--- config.mk ---
export PLATFORM = sky130hd
export DESIGN_NAME = jal_issue
export DESIGN_NICKNAME = d
export VERILOG_FILES = /design/src/design/jal_pkg.sv /design/src/design/jal_issue.sv
export VERILOG_INCLUDE_DIRS = /design/src /design/src/design
export SDC_FILE = /design/constraint.sdc
export NUM_CORES = 1
export LEC_CHECK = 0
export BUFFER_PORTS_ARGS = -buffer_cell sky130_fd_sc_hd__buf_2
export CORE_AREA = 8 8 252 254
export CTS_BUF_LIST = sky130_fd_sc_hd__clkbuf_16
export CTS_CLUSTER_SIZE = 25
export DETAILED_ROUTE_END_ITERATION = 16
export DIE_AREA = 0 0 260 262
export PLACE_DENSITY = 0.42
export SYNTH_ARGS = -nofsm -noshare
export SYNTH_HDL_FRONTEND = slang
export SYNTH_SLANG_ARGS = --single-unit
--- constraint.sdc ---
create_clock -name CLK -period 8.4 [get_ports CLK]
set_clock_uncertainty 0.2 [all_clocks]
set_input_delay 0.42 -clock CLK [delete_from_list [all_inputs] [get_ports CLK]]
set_output_delay 0.42 -clock CLK [all_outputs]
set_load 0.02 [all_outputs]
--- src/design/jal_consts.svh ---
`ifndef JAL_CONSTS_SVH
`define JAL_CONSTS_SVH

// ~~~~~~~~~~~~~~~~~~~~~~~~~~~~~~~~~~~~~~~~~~~~~~~~~~~~~~~~~~~~~~~~~~~~~~~~~
// jump issue slice sizing
// ~~~~~~~~~~~~~~~~~~~~~~~~~~~~~~~~~~~~~~~~~~~~~~~~~~~~~~~~~~~~~~~~~~~~~~~~~

// issue buffer slots and index width
`define JAL_ISSUE_DEPTH 4
`define JAL_ISSUE_IDX_W 2

// data and pc width
`define JAL_XLEN 64

// architectural registers
`define JAL_NREG 32
`define JAL_REG_W 5

`endif

--- src/design/jal_pkg.sv ---
package jal_pkg;

	// ~~~~~~~~~~~~~~~~~~~~~~~~~~~~~~~~~~~~~~~~~~~~~~~~~~~~~~~~~~~~~~~~~~~~~~
	// instruction word views
	// ~~~~~~~~~~~~~~~~~~~~~~~~~~~~~~~~~~~~~~~~~~~~~~~~~~~~~~~~~~~~~~~~~~~~~~

	// jal immediate is scrambled across the upper 20 bits
	typedef struct packed {
		logic       imm20;
		logic [9:0] imm10_1;
		logic       imm11;
		logic [7:0] imm19_12;
		logic [4:0] rd;
		logic [6:0] opcode;
	} jal_jtype_t;

	// jalr view
	typedef struct packed {
		logic [11:0] imm11_0;
		logic [4:0]  rs1;
		logic [2:0]  funct3;
		logic [4:0]  rd;
		logic [6:0]  opcode;
	} jal_itype_t;

	typedef union packed {
		jal_jtype_t j;
		jal_itype_t i;
	} jal_instr_u;

	localparam logic [6:0] JAL_OPC  = 7'b1101111;
	localparam logic [6:0] JALR_OPC = 7'b1100111;

endpackage

--- src/design/jal_issue.sv ---
`include "jal_consts.svh"

module jal_issue (
	input  logic                                             CLK,
	input  logic                                             reset,
	input  logic [`JAL_ISSUE_DEPTH-1:0]                      slot_valid,
	input  jal_pkg::jal_instr_u [`JAL_ISSUE_DEPTH-1:0]       slot_instr,
	input  logic [`JAL_ISSUE_DEPTH-1:0][`JAL_XLEN-1:0]       slot_pc,
	input  logic [`JAL_ISSUE_DEPTH-1:0]                      slot_rvc,
	input  logic [`JAL_NREG-1:0]                             busy,
	output logic [`JAL_REG_W-1:0]                            rs1_addr,
	input  logic [`JAL_XLEN-1:0]                             rs1_data,
	output logic                                             pop,
	output logic [`JAL_ISSUE_IDX_W-1:0]                      pop_index,
	output logic                                             busy_set,
	output logic [`JAL_REG_W-1:0]                            busy_set_rd,
	output logic                                             exe_valid,
	output jal_pkg::jal_instr_u                              exe_instr,
	output logic [`JAL_XLEN-1:0]                             exe_pc,
	output logic                                             exe_rvc,
	output logic [`JAL_XLEN-1:0]                             exe_src1
);
	import jal_pkg::*;

	logic [`JAL_ISSUE_DEPTH-1:0]                 is_jal;
	logic [`JAL_ISSUE_DEPTH-1:0]                 is_jalr;
	logic [`JAL_ISSUE_DEPTH-1:0]                 eligible;
	logic [`JAL_ISSUE_DEPTH-1:0][`JAL_REG_W-1:0] slot_rs1;
	logic [`JAL_ISSUE_IDX_W-1:0]                 pick_idx;
	logic [`JAL_REG_W-1:0]                       pick_rd;

	// ~~~~~~~~~~~~~~~~~~~~~~~~~~~~~~~~~~~~~~~~~~~~~~~~~~~~~~~~~~~~~~~~~~~~~~~~~
	// per slot readiness
	// ~~~~~~~~~~~~~~~~~~~~~~~~~~~~~~~~~~~~~~~~~~~~~~~~~~~~~~~~~~~~~~~~~~~~~~~~~

	always_comb begin
		for (int i = 0; i < `JAL_ISSUE_DEPTH; i++) begin
			is_jal[i]   = slot_instr[i].j.opcode == JAL_OPC;
			is_jalr[i]  = slot_instr[i].i.opcode == JALR_OPC;
			slot_rs1[i] = slot_instr[i].i.rs1;
			// jal never waits, jalr waits on rs1
			eligible[i] = slot_valid[i] & (is_jal[i] | (is_jalr[i] & ~busy[slot_rs1[i]]));
		end
	end

	// lowest eligible slot wins
	always_comb begin
		pick_idx = '0;
		for (int i = `JAL_ISSUE_DEPTH-1; i >= 0; i--) begin
			if (eligible[i]) begin
				pick_idx = `JAL_ISSUE_IDX_W'(i);
			end
		end
	end

	assign pick_rd = slot_instr[pick_idx].i.rd;

	// exe register is always ready, so any eligible slot pops
	assign pop       = |eligible;
	assign pop_index = pick_idx;
	assign rs1_addr  = slot_rs1[pick_idx];

	// claim the link register, x0 is never claimed
	assign busy_set    = pop & (pick_rd != '0);
	assign busy_set_rd = pick_rd;

	// ~~~~~~~~~~~~~~~~~~~~~~~~~~~~~~~~~~~~~~~~~~~~~~~~~~~~~~~~~~~~~~~~~~~~~~~~~
	// execute parameter register
	// ~~~~~~~~~~~~~~~~~~~~~~~~~~~~~~~~~~~~~~~~~~~~~~~~~~~~~~~~~~~~~~~~~~~~~~~~~

	always_ff @(posedge CLK) begin
		if (reset) begin
			exe_valid <= 1'b0;
		end else begin
			exe_valid <= pop;
		end
	end

	always_ff @(posedge CLK) begin
		if (pop) begin
			exe_instr <= slot_instr[pick_idx];
			exe_pc    <= slot_pc[pick_idx];
			exe_rvc   <= slot_rvc[pick_idx];
			exe_src1  <= rs1_data;
		end
	end

	// the producer of a jalr source keeps it busy, so they never issue back to back
	a_jalr_src_ready: assert property (@(posedge CLK) disable iff (reset)
		exe_valid && exe_instr.i.opcode == JALR_OPC && exe_instr.i.rs1 != '0
		|-> !$past(exe_valid) || $past(exe_instr.j.rd) != exe_instr.i.rs1);

endmodule

After elaboration in Yosys (flattened, before gate mapping)
Cells that the tools add are included.
- register bits after elaboration: 162
- output and inout port bits: 176
- word-level logic and storage cells: 57
- $lt $le $gt $ge: 5
- equal/unequal tests: 8
- multiplexer cells: 20
- bitwise operators: 17
- reduce and logical (&&, ||, !) cells: 2
- operator list (cell ; number):
    $bmux W64 S2 ; 1
    $bmux W32 S2 ; 1
    $mux W64 ; 1
    $eq A7 B7 Y1 const B ; 8
    $mux W32 ; 1
    $lt A5 B6 Y1 const B ; 4
    $bmux W1 S5 ; 4
    $bmux W5 S2 ; 1
    $and A1 B1 Y1 ; 9
    $mux W2 ; 4
    $mux W1 ; 5
    $mux W5 ; 1
    $reduce_bool A5 Y1 ; 1
    $not A1 Y1 ; 4
    $or A1 B1 Y1 ; 4
    $reduce_or A4 Y1 ; 1
    $lt A2 B3 Y1 const B ; 1
    $bmux W1 S2 ; 1

Depth between registers and ports, before layout
Gate-level depths: netlist (run 1).
- depth after elaboration: 14
- depth in mapped cells: 11
- depth with buffers taken out: 8

Worst setup path after synthesis (run 1)
Ideal clock, no wire load.
- path type: input to register
- from: input port slot_instr[48] (netlist name)
- to: register exe_instr[0] (netlist name) (enable)
- data arrival time: 6.362 ns
- required time: 6.060 ns
- setup slack: -0.301 ns
- cell stages on the path: 6
- path through: buf_6 -> mux4_1 -> mux4_2 -> nor3b_2 -> a311oi_1 -> nand4_1
- longest elaborated chain between the ends: 7
- RTL lines (item ; RTL line ; text):
    start, declared ; jal_issue.sv:7 ; input jal_pkg::jal_instr_u [`JAL_ISSUE_DEPTH-1:0] slot_instr,
    $bmux W1 S5 ; jal_issue.sv:42 ; eligible[i] = slot_valid[i] & (is_jal[i] | (is_jalr[i] & ~busy[slot_rs1[i]]));
    $mux W1 (not written as such) ; jal_issue.sv:42 ;
    $not A1 Y1 ; jal_issue.sv:42 ;
    $and A1 B1 Y1 ; jal_issue.sv:42 ;
    $or A1 B1 Y1 ; jal_issue.sv:42 ;
    $and A1 B1 Y1 ; jal_issue.sv:42 ;
    $reduce_or A4 Y1 ; jal_issue.sv:59 ; assign pop = |eligible;
    named net pop ; jal_issue.sv:13 ; output logic pop,
    end signal, assigned ; jal_issue.sv:81 ; exe_instr <= slot_instr[pick_idx];
    end, declared ; jal_issue.sv:18 ; output jal_pkg::jal_instr_u exe_instr,
The timed path passes the listed nets, and every way through them passes these cells. The select of a mux whose other input is x is not followed.
A chain may end at the register's enable or synchronous reset.

Worst setup path after layout (run 1)
- from: input port slot_instr[112] (netlist name)
- to: output port busy_set
- longest elaborated chain between the ends: 14
- elaborated cells on any way between the ends: 15
- classes of those cells: mux (8); bitwise (5); reduce/logical (2)
- RTL lines (item ; RTL line ; text):
    $bmux W1 S5 (*) ; jal_issue.sv:42 ;
    $mux W1 (not written as such) (*) ; jal_issue.sv:42 ;
    $not A1 Y1 (*) ; jal_issue.sv:42 ;
    $and A1 B1 Y1 (*) ; jal_issue.sv:42 ;
    $or A1 B1 Y1 (*) ; jal_issue.sv:42 ;
    $and A1 B1 Y1 (*) ; jal_issue.sv:42 ;
    $mux W2 (4 in series) ; jal_issue.sv:50 ; if (eligible[i]) begin
    $bmux W32 S2 ; jal_issue.sv:56 ; assign pick_rd = slot_instr[pick_idx].i.rd;
    $mux W32 ; -- ;
    $reduce_bool A5 Y1 ; jal_issue.sv:64 ; assign busy_set = pop & (pick_rd != '0);
    $and A1 B1 Y1 (*) ; jal_issue.sv:64 ;
    end, declared ; jal_issue.sv:15 ; output logic busy_set,
Mark *: on every way between the ends. The rest lies on a longest branch, timed or not. The select of a mux whose other input is x is not followed.

==> reports/qor.yml, run 1 <==
hpwl_mm: 36.33
switchingPower_mw: 0.5782
path_class: "in2out"
die_area_sq_um: 68120
grt_max_degree: 84
core-area_sq_um: 59570
cts_resized: 0
drt_first_pass_iters: 4
crit_fanout: 51
rsz0062_at_grt: "no"
cts_buffers: 17
grt_pass1_vias: 9258
gp_congestion: 0.8317
start_util_pct: 15.47
ys_seq_elements: 162
synth_top_area_cell: "edfxtp_1"
ant_nets: 0
max_freq_ghz: 0.2106
cp.arrival_ns: 4.13
io_pins: 666
synth_fp_nets: 1088
p_sw_share_pct: 27.43
final-hold-violation-count: 0
fin_cells: 2120
max-slew-margin-rel_pct: 26.43
hold_depth: 3
grt-busiest-layer: "met2"
netlist_instances: 598
drive_gt1_share_pct: 55.71
worst_pin_slew_ns: 1.103
finalCritPeriodShare_pct: 56.52
fin_setup_tns_ns: 0
antenna_found_initial: 13
finalWirelength_mm: 44.35
grt_util_met2_pct: 21.32
synth.top_cell.area_share_pct: 52.46
fp.dieH_microns: 262
powerDensity_nw_per_um2: 143.7
finalPower_mw: 2.108
max-cap-violations: 0
met3_usage_pct: 4.925
vias: 8349
cts_sinks: 162
finalWorstSetupSlack_ns: 3.652
dp_slack_ns: 3.510
cts_root_buffer: "clkbuf_16"
drt-initial-drc-count: 422
ys_seq_area_share_pct: 52.68
ir_drop_mv: 0.1519
cts.htree.levels: 4
grt_pass1_wl_mm: 60.77
worstHoldPathType: "in2reg"
syn_area_per_cell_sq_um: 15.41
synth_area_leaders: "edfxtp_1 52%, mux2i_1 29%, mux4_2 5.6%"
via_per_inst: 3.938
synth_cell_type_count: 48
drc: 0
power_frac_clock_pct: 40.1
whs_ns: 0.1047
yosys_warnings: 0
slew_viol_final: 0
seqPwrFrac_pct: 43.5
cts_tree: "yes"
leakage_nw: 7.104
overflow: 0
min_period_ns: 4.748
fp.dieW_microns: 260
mostFrequentLayoutCells: "665 x buf_2, 269 x mux2i_1, 161 x edfxtp_1"
critPathRequiredTime_ns: 7.78
crit_path_end_kind: "output port"
avgRoutedWirePerCell_microns: 20.92
fin_nets: 1809
clkTransAtPathRegs_ns: 0.08
comb_power_share_pct: 16.4
setup_viol: 0
grt.total_usage_pct: 12.17
clk_path_buf_depth: 2
port_buffers: 665
cellInternalPower_mw: 1.530
fp-row-count: 90
layout_commonest_cell: "buf_2"
area_growth_pct: 59.24
gr-usage-met1_pct: 13.25
worst_setup_path_start_kind: "input pin"
netlist_area_sq_um: 9215
status: "finished, final reports clean"
dpl.cell_count: 2011
-- synthesized netlist by cell type (all sizes together) --
cell type  number
o21ai           2
a31oi           4
mux2i         269
a311oi          1
o31a            2
or3             2
nand4           5
a21oi           2
a32oi           1
or2             1
nor4            1
nor3b           2
nor3            2
o31ai           1
a22o            1
edfxtp        161
nand2           7
o2111ai         1
nor2           12
buf            37
dfxtp           1
nand3b          8
mux4           31
a21o            5
a211o           1
o22ai           3
a311o           1
nand4b          1
or3b            1
mux2            2
and2            2
o21a            4
a31o            1
a211oi          1
a221oi          5
clkbuf          4
inv             3
nand3           5
o32ai           1
nor2b           4
-- worst max-delay path: stages --
cell and delay (ns):
buf_2 0.25, mux4_2 0.55, a22o_1 0.21, nor4_1 0.61, o31ai_4 0.14, a211oi_4 0.24, buf_4 0.71, a32oi_1 0.42
o31a_1 0.39, buf_2 0.16
-- cells by family (layout without fill, tap and decap cells) --
logic type / after synthesis / after routing / synth area share, %
muxes: 302 / 302 / 37.37
and+or+nand+nor: 53 / 53 / 3.259
AOI/OAI and AO/OA: 37 / 37 / 3.191
other: 0 / 6 / 0
DFF: 162 / 162 / 52.68
buffers and inverters: 44 / 778 / 3.503
-- metrics by stage --
| stage | instance area (sq um) | utilization (%) |
|---|---|---|
| 2_1_floorplan | 9255 | - |
| 4_1_cts | 14660 | 24.61 |
| 6_report | 14670 | 24.63 |
| 3_3_place_gp | 13320 | 22.36 |
| 3_5_place_dp | 13320 | 22.36 |
| 5_1_grt | 14660 | 24.62 |
-- power by group through the flow --
stage | clock [mW] | sequential, mW | combinational (mW)
after detailed placement | 0 | 0.935 | 0.324
after floorplan | 0 | 0.965 | 0.118
after global routing | 0.908 | 0.918 | 0.376
final | 0.845 | 0.917 | 0.347
after CTS | 0.891 | 0.917 | 0.353
after global placement | 0 | 0.935 | 0.323
-- state kept, by name (all words and copies together), names as in the netlist --
name       count
exe_pc        64
exe_valid      1
exe_rvc        1
exe_instr     32
exe_src1      64
-- metal layers --
| metal | share of wire, % | wire length (microns) | vias up |
|---|---|---|---|
| li1 | - | - | 3877 |
| met1 | 36 | 15990 | 3976 |
| met2 | 51 | 22510 | 439 |
| met3 | 11 | 4884 | 49 |
| met4 | 2.0 | 905 | 8 |
| met5 | 0.12 | 54 | - |
-- path summary, 6_finish.rpt --
kind	end	startpoint	slack, ns
setup / recovery	busy_set	slot_instr[112]	3.65
hold / removal	exe_pc[11]	slot_pc[75]	0.10
-- area by class of cell --
cell class | instances | area (sq um)
fillers | 6386 | 44900
flip-flops and latches | 162 | 4855
repair buffers | 743 | 4104
multi-input cells | 392 | 4080
well taps | 782 | 978.4
clock buffers | 17 | 425.4
clock inverters | 15 | 205.2
diodes | 6 | 15.01
inverters | 3 | 11.26
-- timing repair --
item                       CTS  global route
hold endpoints to repair    71             0
setup buffers                0             0
setup endpoints to repair    0             0
hold buffers                71             0
No activity file was read; power rests on OpenSTA's default activity.
==> inputs of run 2 (changes only) <==
==> constraint.sdc (replaced) <==
create_clock -name CLK -period 3.9 [get_ports CLK]
set_clock_uncertainty 0.2 [all_clocks]
set_input_delay 0.195 -clock CLK [delete_from_list [all_inputs] [get_ports CLK]]
set_output_delay 0.195 -clock CLK [all_outputs]
set_load 0.02 [all_outputs]
==> run 2 against run 1 <==
First-iteration DRC count rose by 13%; hold slack got worse by 0.037 ns; critical endpoint is now exe_pc[49]; sequential power rose by 110%; final cell count rose by 16%; via count rose by 19%; critical path type is now in2reg; clock-buffer cell count did not move; design area rose by 24%; wire length rose by 8.5%; largest cell class is now buffers.
==> reports/qor.yml, run 2 (synthesized netlist as in run 1, its figures left out) <==
die_area_sq_um: 68120  # unchanged
setup_viol: 0  # unchanged
seq_area_sq_um: 4855  # unchanged
finalCritPeriodShare_pct: 96.70
leakage_nw: 8.618  # +21%
overflow: 0  # unchanged
finalWirelength_mm: 48.10  # +8.5%
powerDensity_nw_per_um2: 262.0  # +82%
start_util_pct: 15.47  # unchanged
finalPower_mw: 4.766  # +130%
cts_tree: "yes"
vias: 9959  # +19%
gp_congestion: 0.8426  # +1.3%
comb_power_share_pct: 21.8  # +5.4 points
grt_max_degree: 70  # -17%
fp.dieH_microns: 262  # unchanged
dpl.cell_count: 2044  # +1.6%
ir_drop_mv: 0.3119  # +110%
power_frac_clock_pct: 36.7  # -3.4 points
cts_sinks: 162  # unchanged
max-slew-margin-rel_pct: 58.09  # +32 points
drc: 0  # unchanged
rsz0062_at_grt: "no"
path_cells: "clkbuf_4 > mux4_1 > mux4_2 > nor3b_2 > a311o_2 > a21o_4 > nand2_8 > buf_12 > mux2i_1 > dlygate4sd3_1 > mux2i_1 > dlygate4sd3_1"
switchingPower_mw: 1.307  # +130%
grt_pass1_wl_mm: 67.68  # +11%
hold_depth: 3  # unchanged
drt_first_pass_iters: 4  # unchanged
cp.arrival_ns: 3.79  # -0.34 ns
crit_family: "buffers and inverters"
antenna_found_initial: 6  # -7
status: "finished, final reports clean"
core-area_sq_um: 59570  # unchanged
avgRoutedWirePerCell_microns: 19.49  # -6.8%
crit_buf_inv: 4  # +1
path_class: "in2reg"
met1_length_mm: 17.62  # +10%
finalWorstSetupSlack_ns: 0.1287  # -3.523 ns
max_freq_ghz: 0.2652
multi_input_area_sq_um: 4098  # +0.43%
cts.htree.levels: 4  # unchanged
crit_fanout: 20  # -61%
fp.dieW_microns: 260  # unchanged
cellInternalPower_mw: 3.459  # +130%
design_area_sq_um: 18190  # +24%
port_buffers: 665  # unchanged
ant_nets: 0  # unchanged
min_to: "exe_instr[9]"
via_per_inst: 4.035  # +2.5%
hpwl_mm: 36.76  # +1.2%
min_period_ns: 3.771
critPathRequiredTime_ns: 3.92  # -3.86 ns
cts_root_buffer: "clkbuf_16"
fillers: 6081  # -4.8%
layout_commonest_cell: "buf_2"
min_from: "slot_instr[41]"
mostFrequentLayoutCells: "663 x buf_2, 379 x dlygate4sd3_1, 269 x mux2i_1"
fin_setup_tns_ns: 0  # unchanged
worstHoldPathType: "in2reg"
slew_viol_final: 0  # unchanged
met2_length_mm: 24.55  # +9.1%
grt.total_usage_pct: 13.13  # +0.96 points
fin_nets: 2161  # +19%
slowest_stage: "dlygate4sd3_1"
grt_pass1_vias: 11014  # +19%
fp-row-count: 90  # unchanged
critPathMaxStageDelay_ns: 0.58  # -0.13 ns
routed.top_layer: "met5"
area_growth_pct: 97.42
top_regs: "exe_pc (64), exe_src1 (64), exe_instr (32)"
worst_setup_path_start_kind: "input pin"
p_sw_share_pct: 27.43  # about the same
dp_slack_ns: 0.2053  # -3.305 ns
cts_buffers: 17  # unchanged
clk_path_buf_depth: 2  # unchanged
drt-initial-drc-count: 478  # +13%
seqPwrFrac_pct: 41.4  # -2.1 points
clkTransAtPathRegs_ns: 0.08  # about the same
fin_cells: 2468  # +16%
route.met3.wl_mm: 4.566  # -6.5%
crit_path_end_kind: "flop"
drive_gt1_share_pct: 46.67  # -9.0 points
io_pins: 666  # unchanged
max-cap-violations: 0  # unchanged
worst_pin_slew_ns: 0.6287  # -0.4748 ns
placed_area_sq_um: 13670  # +2.6%
final-hold-violation-count: 0  # unchanged
==> run 2: cell count changes in the layout (fill, tap and decap cells not counted), sizes merged, moves of 3 or more <==
| cell | change |
|---|---|
| dlygate4sd3 | +308 |
| buf | +40 |
| clkbuf | +3 |
| diode | -4 |
==> run 2: layout make-up <==
cell class / instances / share of cell area, %
Tap cell: 782 / 5.378
Multi-Input combinational cell: 393 / 22.52
Clock inverter: 15 / 0.9904
Antenna cell: 2 / 0.02751
Sequential cell: 162 / 26.69
Clock buffer: 17 / 2.338
Timing Repair Buffer: 1094 / 41.99
Inverter: 3 / 0.06190
==> run 2: power by group through the flow <==
| stage | logic [mW] | clock network [mW] | registers [mW] |
|---|---|---|---|
| 5_1_grt | 1.12 | 1.89 | 1.98 |
| 4_1_cts | 1.04 | 1.85 | 1.97 |
| 2_1_floorplan | 0.254 | 0 | 2.08 |
| 3_5_place_dp | 0.717 | 0 | 2.01 |
| 6_report | 1.04 | 1.75 | 1.97 |
| 3_3_place_gp | 0.713 | 0 | 2.01 |
==> run 2: tightest hold or removal path, stage by stage <==
cell and delay, ns:
buf_2 0.08, a221oi_1 0.10, nor2_1 0.20
==> run 2: metal layers <==
layer  up-vias  GRT usage (%)
met2       510          23.28
met4         2          4.629
met5         -              0
met1      4791          14.14
met3        75          5.078
li1       4581              -
==> run 2: what timing repair did <==
item	4_1_cts	5_1_grt
buffers inserted	0	9
hold buffers	379	0
endpoints found under the setup margin	0	11
resized for setup	0	4
hold endpoints to repair	156	0
==> run 2: how the worst max path moves through the flow <==
| stage | from | end | cells after the start |
|---|---|---|---|
| 2_1_floorplan | slot_instr[48] | exe_instr[0] | 6 |
| 3_3_place_gp | slot_instr[79] | rs1_addr[4] | 10 |
| 3_5_place_dp | slot_instr[79] | rs1_addr[4] | 10 |
| 4_1_cts | slot_instr[48] | exe_pc[46] | 12 |
| 5_1_grt | slot_instr[79] | exe_instr[12] | 12 |
| 6_report | slot_instr[48] | exe_pc[49] | 12 |
==> run 2: through the flow <==
stage	utilization (%)	hold slack [ns]
after global routing	30.54	0.04517
after CTS	30.33	0.0005753
after global placement	22.94	0.1615
after floorplan	-	0.06661
after detailed placement	22.94	0.1612
final	30.54	0.06813
==> inputs of run 3 (changes only) <==
--- a/config.mk
+++ b/config.mk
@@ -8,7 +8,7 @@
 export LEC_CHECK = 0
 export BUFFER_PORTS_ARGS = -buffer_cell sky130_fd_sc_hd__buf_2
 export CORE_AREA = 8 8 252 254
-export CTS_BUF_LIST = sky130_fd_sc_hd__clkbuf_16
+export CTS_BUF_LIST = sky130_fd_sc_hd__clkbuf_4
 export CTS_CLUSTER_SIZE = 25
 export DETAILED_ROUTE_END_ITERATION = 16
 export DIE_AREA = 0 0 260 262
==> run 3 against run 2 <==
The flow now stops in clock tree synthesis; synthesized area stayed put; synthesized cell count stayed put.
==> reports/qor.yml, run 3 <==
synth_most_common_cell: "mux2i_1"
ys_seq_area_share_pct: 52.68  # unchanged
netlist_area_sq_um: 9215  # unchanged
synthArstFlopShare_pct: 0  # unchanged
dpl.cell_count: 2044  # unchanged
cts_sinks: 162  # unchanged
gp_congestion: 0.8426  # unchanged
ys.flop_type: "edfxtp_1"
synth_top_area_cell: "edfxtp_1"
status: "stopped before the end"
toolErrorMsg: "[ERROR RSZ-0060] Max buffer count reached."
cts_buffers: 17  # unchanged
netlist_top_cells_count: "269 x mux2i_1, 161 x edfxtp_1, 23 x mux4_2"
post_cts_buffers: 0  # unchanged
synth_area_leaders: "edfxtp_1 52%, mux2i_1 29%, mux4_2 5.6%"
yosys_warnings: 0  # unchanged
fp.dieH_microns: 262  # unchanged
synth_fp_nets: 1088  # unchanged
start_util_pct: 15.47  # unchanged
syn_area_per_cell_sq_um: 15.41  # unchanged
netlist_instances: 598  # unchanged
cts.htree.levels: 4  # unchanged
fp-row-count: 90  # unchanged
synth_cell_type_count: 48  # unchanged
clk_path_buf_depth: 2  # unchanged
io_pins: 666  # unchanged
synth-edff-count: 161  # unchanged
cts_root_buffer: "clkbuf_4"
synth.top_cell.area_share_pct: 52.46  # unchanged
cts_hold_buf: 416  # +9.8%
failed_stage: "clock tree synthesis"
port_buffers: 665  # unchanged
fp.dieW_microns: 260  # unchanged
ys_seq_elements: 162  # unchanged
cts_resized: 0  # unchanged
hpwl_mm: 36.76  # unchanged
-- run 3: cell counts after synthesis --
No cell type changed its count.
-- run 3: cell families after synthesis --
family	after synthesis	share of synthesized area (%)
AOI/OAI and AO/OA	37	3.191
muxes	302	37.37
buffers and inverters	44	3.503
DFF	162	52.68
and+or+nand+nor	53	3.259
-- run 3: per-stage QoR --
stage	worst slack [ns]	area (sq um)
2_1_floorplan	-4.357	9255
3_3_place_gp	0.2560	13670
3_5_place_dp	0.2053	13670
==> inputs of run 4 (changes only) <==
--- a/config.mk
+++ b/config.mk
@@ -7,12 +7,10 @@
 export NUM_CORES = 1
 export LEC_CHECK = 0
 export BUFFER_PORTS_ARGS = -buffer_cell sky130_fd_sc_hd__buf_2
-export CORE_AREA = 8 8 252 254
-export CTS_BUF_LIST = sky130_fd_sc_hd__clkbuf_4
-export CTS_CLUSTER_SIZE = 25
+export CORE_AREA = 8 8 253 255
 export DETAILED_ROUTE_END_ITERATION = 16
-export DIE_AREA = 0 0 260 262
-export PLACE_DENSITY = 0.42
+export DIE_AREA = 0 0 261 263
+export PLACE_DENSITY_LB_ADDON = 0.15
 export SYNTH_ARGS = -nofsm -noshare
 export SYNTH_HDL_FRONTEND = slang
 export SYNTH_SLANG_ARGS = --single-unit
==> constraint.sdc (replaced) <==
create_clock -name CLK -period 5.1 [get_ports CLK]
set_clock_uncertainty 0.2 [all_clocks]
set_input_delay 0.255 -clock CLK [delete_from_list [all_inputs] [get_ports CLK]]
set_output_delay 0.255 -clock CLK [all_outputs]
set_load 0.02 [all_outputs]
==> run 4 against run 3 <==
The flow now finishes without violations.
==> reports/qor.yml, run 4 (synthesized netlist as in run 1, its figures left out) <==
critPathMaxStageDelay_ns: 0.60
io_pins: 666  # unchanged
grt-busiest-layer: "met2"
path_common_cell: "dlygate4sd3_1"
finalCritPeriodShare_pct: 95.75
cts.htree.levels: 4  # unchanged
design_area_sq_um: 17150
overflow: 0
grt_util_met2_pct: 24.64
placed_area_sq_um: 13400  # -2.0%
seqPwrFrac_pct: 41.6
path_class: "in2reg"
grt_pass1_vias: 10517
rsz0062_at_grt: "no"
cts_tree: "yes"
max-cap-violations: 0
cts_root_buffer: "clkbuf_16"
hpwl_mm: 36.76  # about the same
finalWirelength_mm: 46.90
max-slew-margin-rel_pct: 49.98
status: "finished, final reports clean"
drt-initial-drc-count: 341
hold_depth: 2
fp.dieW_microns: 261  # +0.38%
cts_sinks: 162  # unchanged
layout_commonest_cell: "buf_2"
met3_usage_pct: 4.793
area_growth_pct: 86.08
crit_path_end_kind: "flop"
cts_buffers: 17  # unchanged
p_sw_share_pct: 27.95
slowest_stage: "a31oi_2"
fp.dieH_microns: 263  # +0.38%
drc: 0
min_period_ns: 4.883
cellInternalPower_mw: 2.614
worst_pin_slew_ns: 0.7503
ant_nets: 0
clkTransAtPathRegs_ns: 0.08
finalWorstSetupSlack_ns: 0.2169
antenna_found_initial: 9
clk_path_buf_depth: 2  # unchanged
gp_congestion: 0.8482  # +0.66%
max_freq_ghz: 0.2048
fillers: 6335
worstHoldPathType: "in2reg"
worst_setup_path_start_kind: "input pin"
ir_drop_mv: 0.2129
top_regs: "exe_pc (64), exe_src1 (64), exe_instr (32)"
final-hold-violation-count: 0
setup_viol: 0
cp.arrival_ns: 4.91
mostFrequentLayoutCells: "665 x buf_2, 311 x dlygate4sd3_1, 269 x mux2i_1"
vias: 9376
drive_gt1_share_pct: 47.27
grt_pass1_wl_mm: 66.57
powerDensity_nw_per_um2: 211.6
finalPower_mw: 3.629
dp_slack_ns: 0.9197  # +0.7144 ns
start_util_pct: 15.38  # -0.087 points
path_cells: "dlygate4sd3_1 > buf_2 > nand4_1 > or3_1 > a31oi_2 > inv_2 > nand2_8 > buf_12 > mux2i_1 > dlygate4sd3_1 > mux2i_1 > dlygate4sd3_1"
port_buffers: 665  # unchanged
avgRoutedWirePerCell_microns: 19.86
cts_resized: 0  # unchanged
slew_viol_final: 0
comb_power_share_pct: 20.3
grt_max_degree: 60
fin_nets: 2051
power_frac_clock_pct: 38.1
drt_first_pass_iters: 4
switchingPower_mw: 1.014
grt.total_usage_pct: 13.03
via_per_inst: 3.970
die_area_sq_um: 68640
gr-usage-met1_pct: 12.99
critPathRequiredTime_ns: 5.12
leakage_nw: 8.132
fp-row-count: 90  # unchanged
crit_fanout: 58
core-area_sq_um: 59910
-- run 4: critical path: cells and delay by family --
kind	cells	cell delay, ns
buffers and inverters	6	2.45
AO/OA/AOI/OAI	1	0.60
AND/OR/NAND/NOR	3	1.09
multiplexers	2	0.31
-- run 4: path summary, 6_finish.rpt --
path	from	endpoint	slack, ns
setup / recovery	slot_instr[0]	exe_pc[12]	0.22
hold / removal	slot_instr[6]	exe_instr[6]	0.07
-- run 4: metrics by stage --
| step | hold WS [ns] | instances | TNS, ns | util [%] |
|---|---|---|---|---|
| floorplan | 0.1266 | 598 | -524.87 | - |
| global placement | 0.2163 | 2013 | 0 | 22.36 |
| detailed placement | 0.2143 | 2013 | 0 | 22.36 |
| CTS | 0.01023 | 2356 | 0 | 28.60 |
| global route | 0.02447 | 2359 | 0 | 28.61 |
| finish | 0.07031 | 2362 | 0 | 28.62 |
-- run 4: power by group through the flow --
stage | Combinational [mW] | Sequential, mW | Clock, mW
after floorplan | 0.194 | 1.59 | 0
after global placement | 0.539 | 1.54 | 0
after detailed placement | 0.537 | 1.54 | 0
after CTS | 0.743 | 1.51 | 1.46
after global routing | 0.795 | 1.51 | 1.49
final | 0.737 | 1.51 | 1.38
-- run 4: repair_timing --
item                                    CTS  global route
buffers inserted                          0             0
endpoints found under the hold margin   152             0
endpoints found under the setup margin    0             0
hold buffers                            311             0
-- run 4: layout make-up --
cell class,count,area [sq um],area share [%]
Clock inverter,15,198.9,1.160
Timing Repair Buffer,985,6584,38.39
Sequential cell,162,4855,28.31
Antenna cell,6,15.01,0.08756
Tap cell,782,978.4,5.706
Multi-Input combinational cell,392,4080,23.79
Clock buffer,17,425.4,2.481
Inverter,3,11.26,0.06567
-- run 4: metal layers --
metal	up-vias	wire [microns]
met4	4	1043
met2	423	25080
met3	49	4101
met1	4536	16640
li1	4364	-
met5	-	34
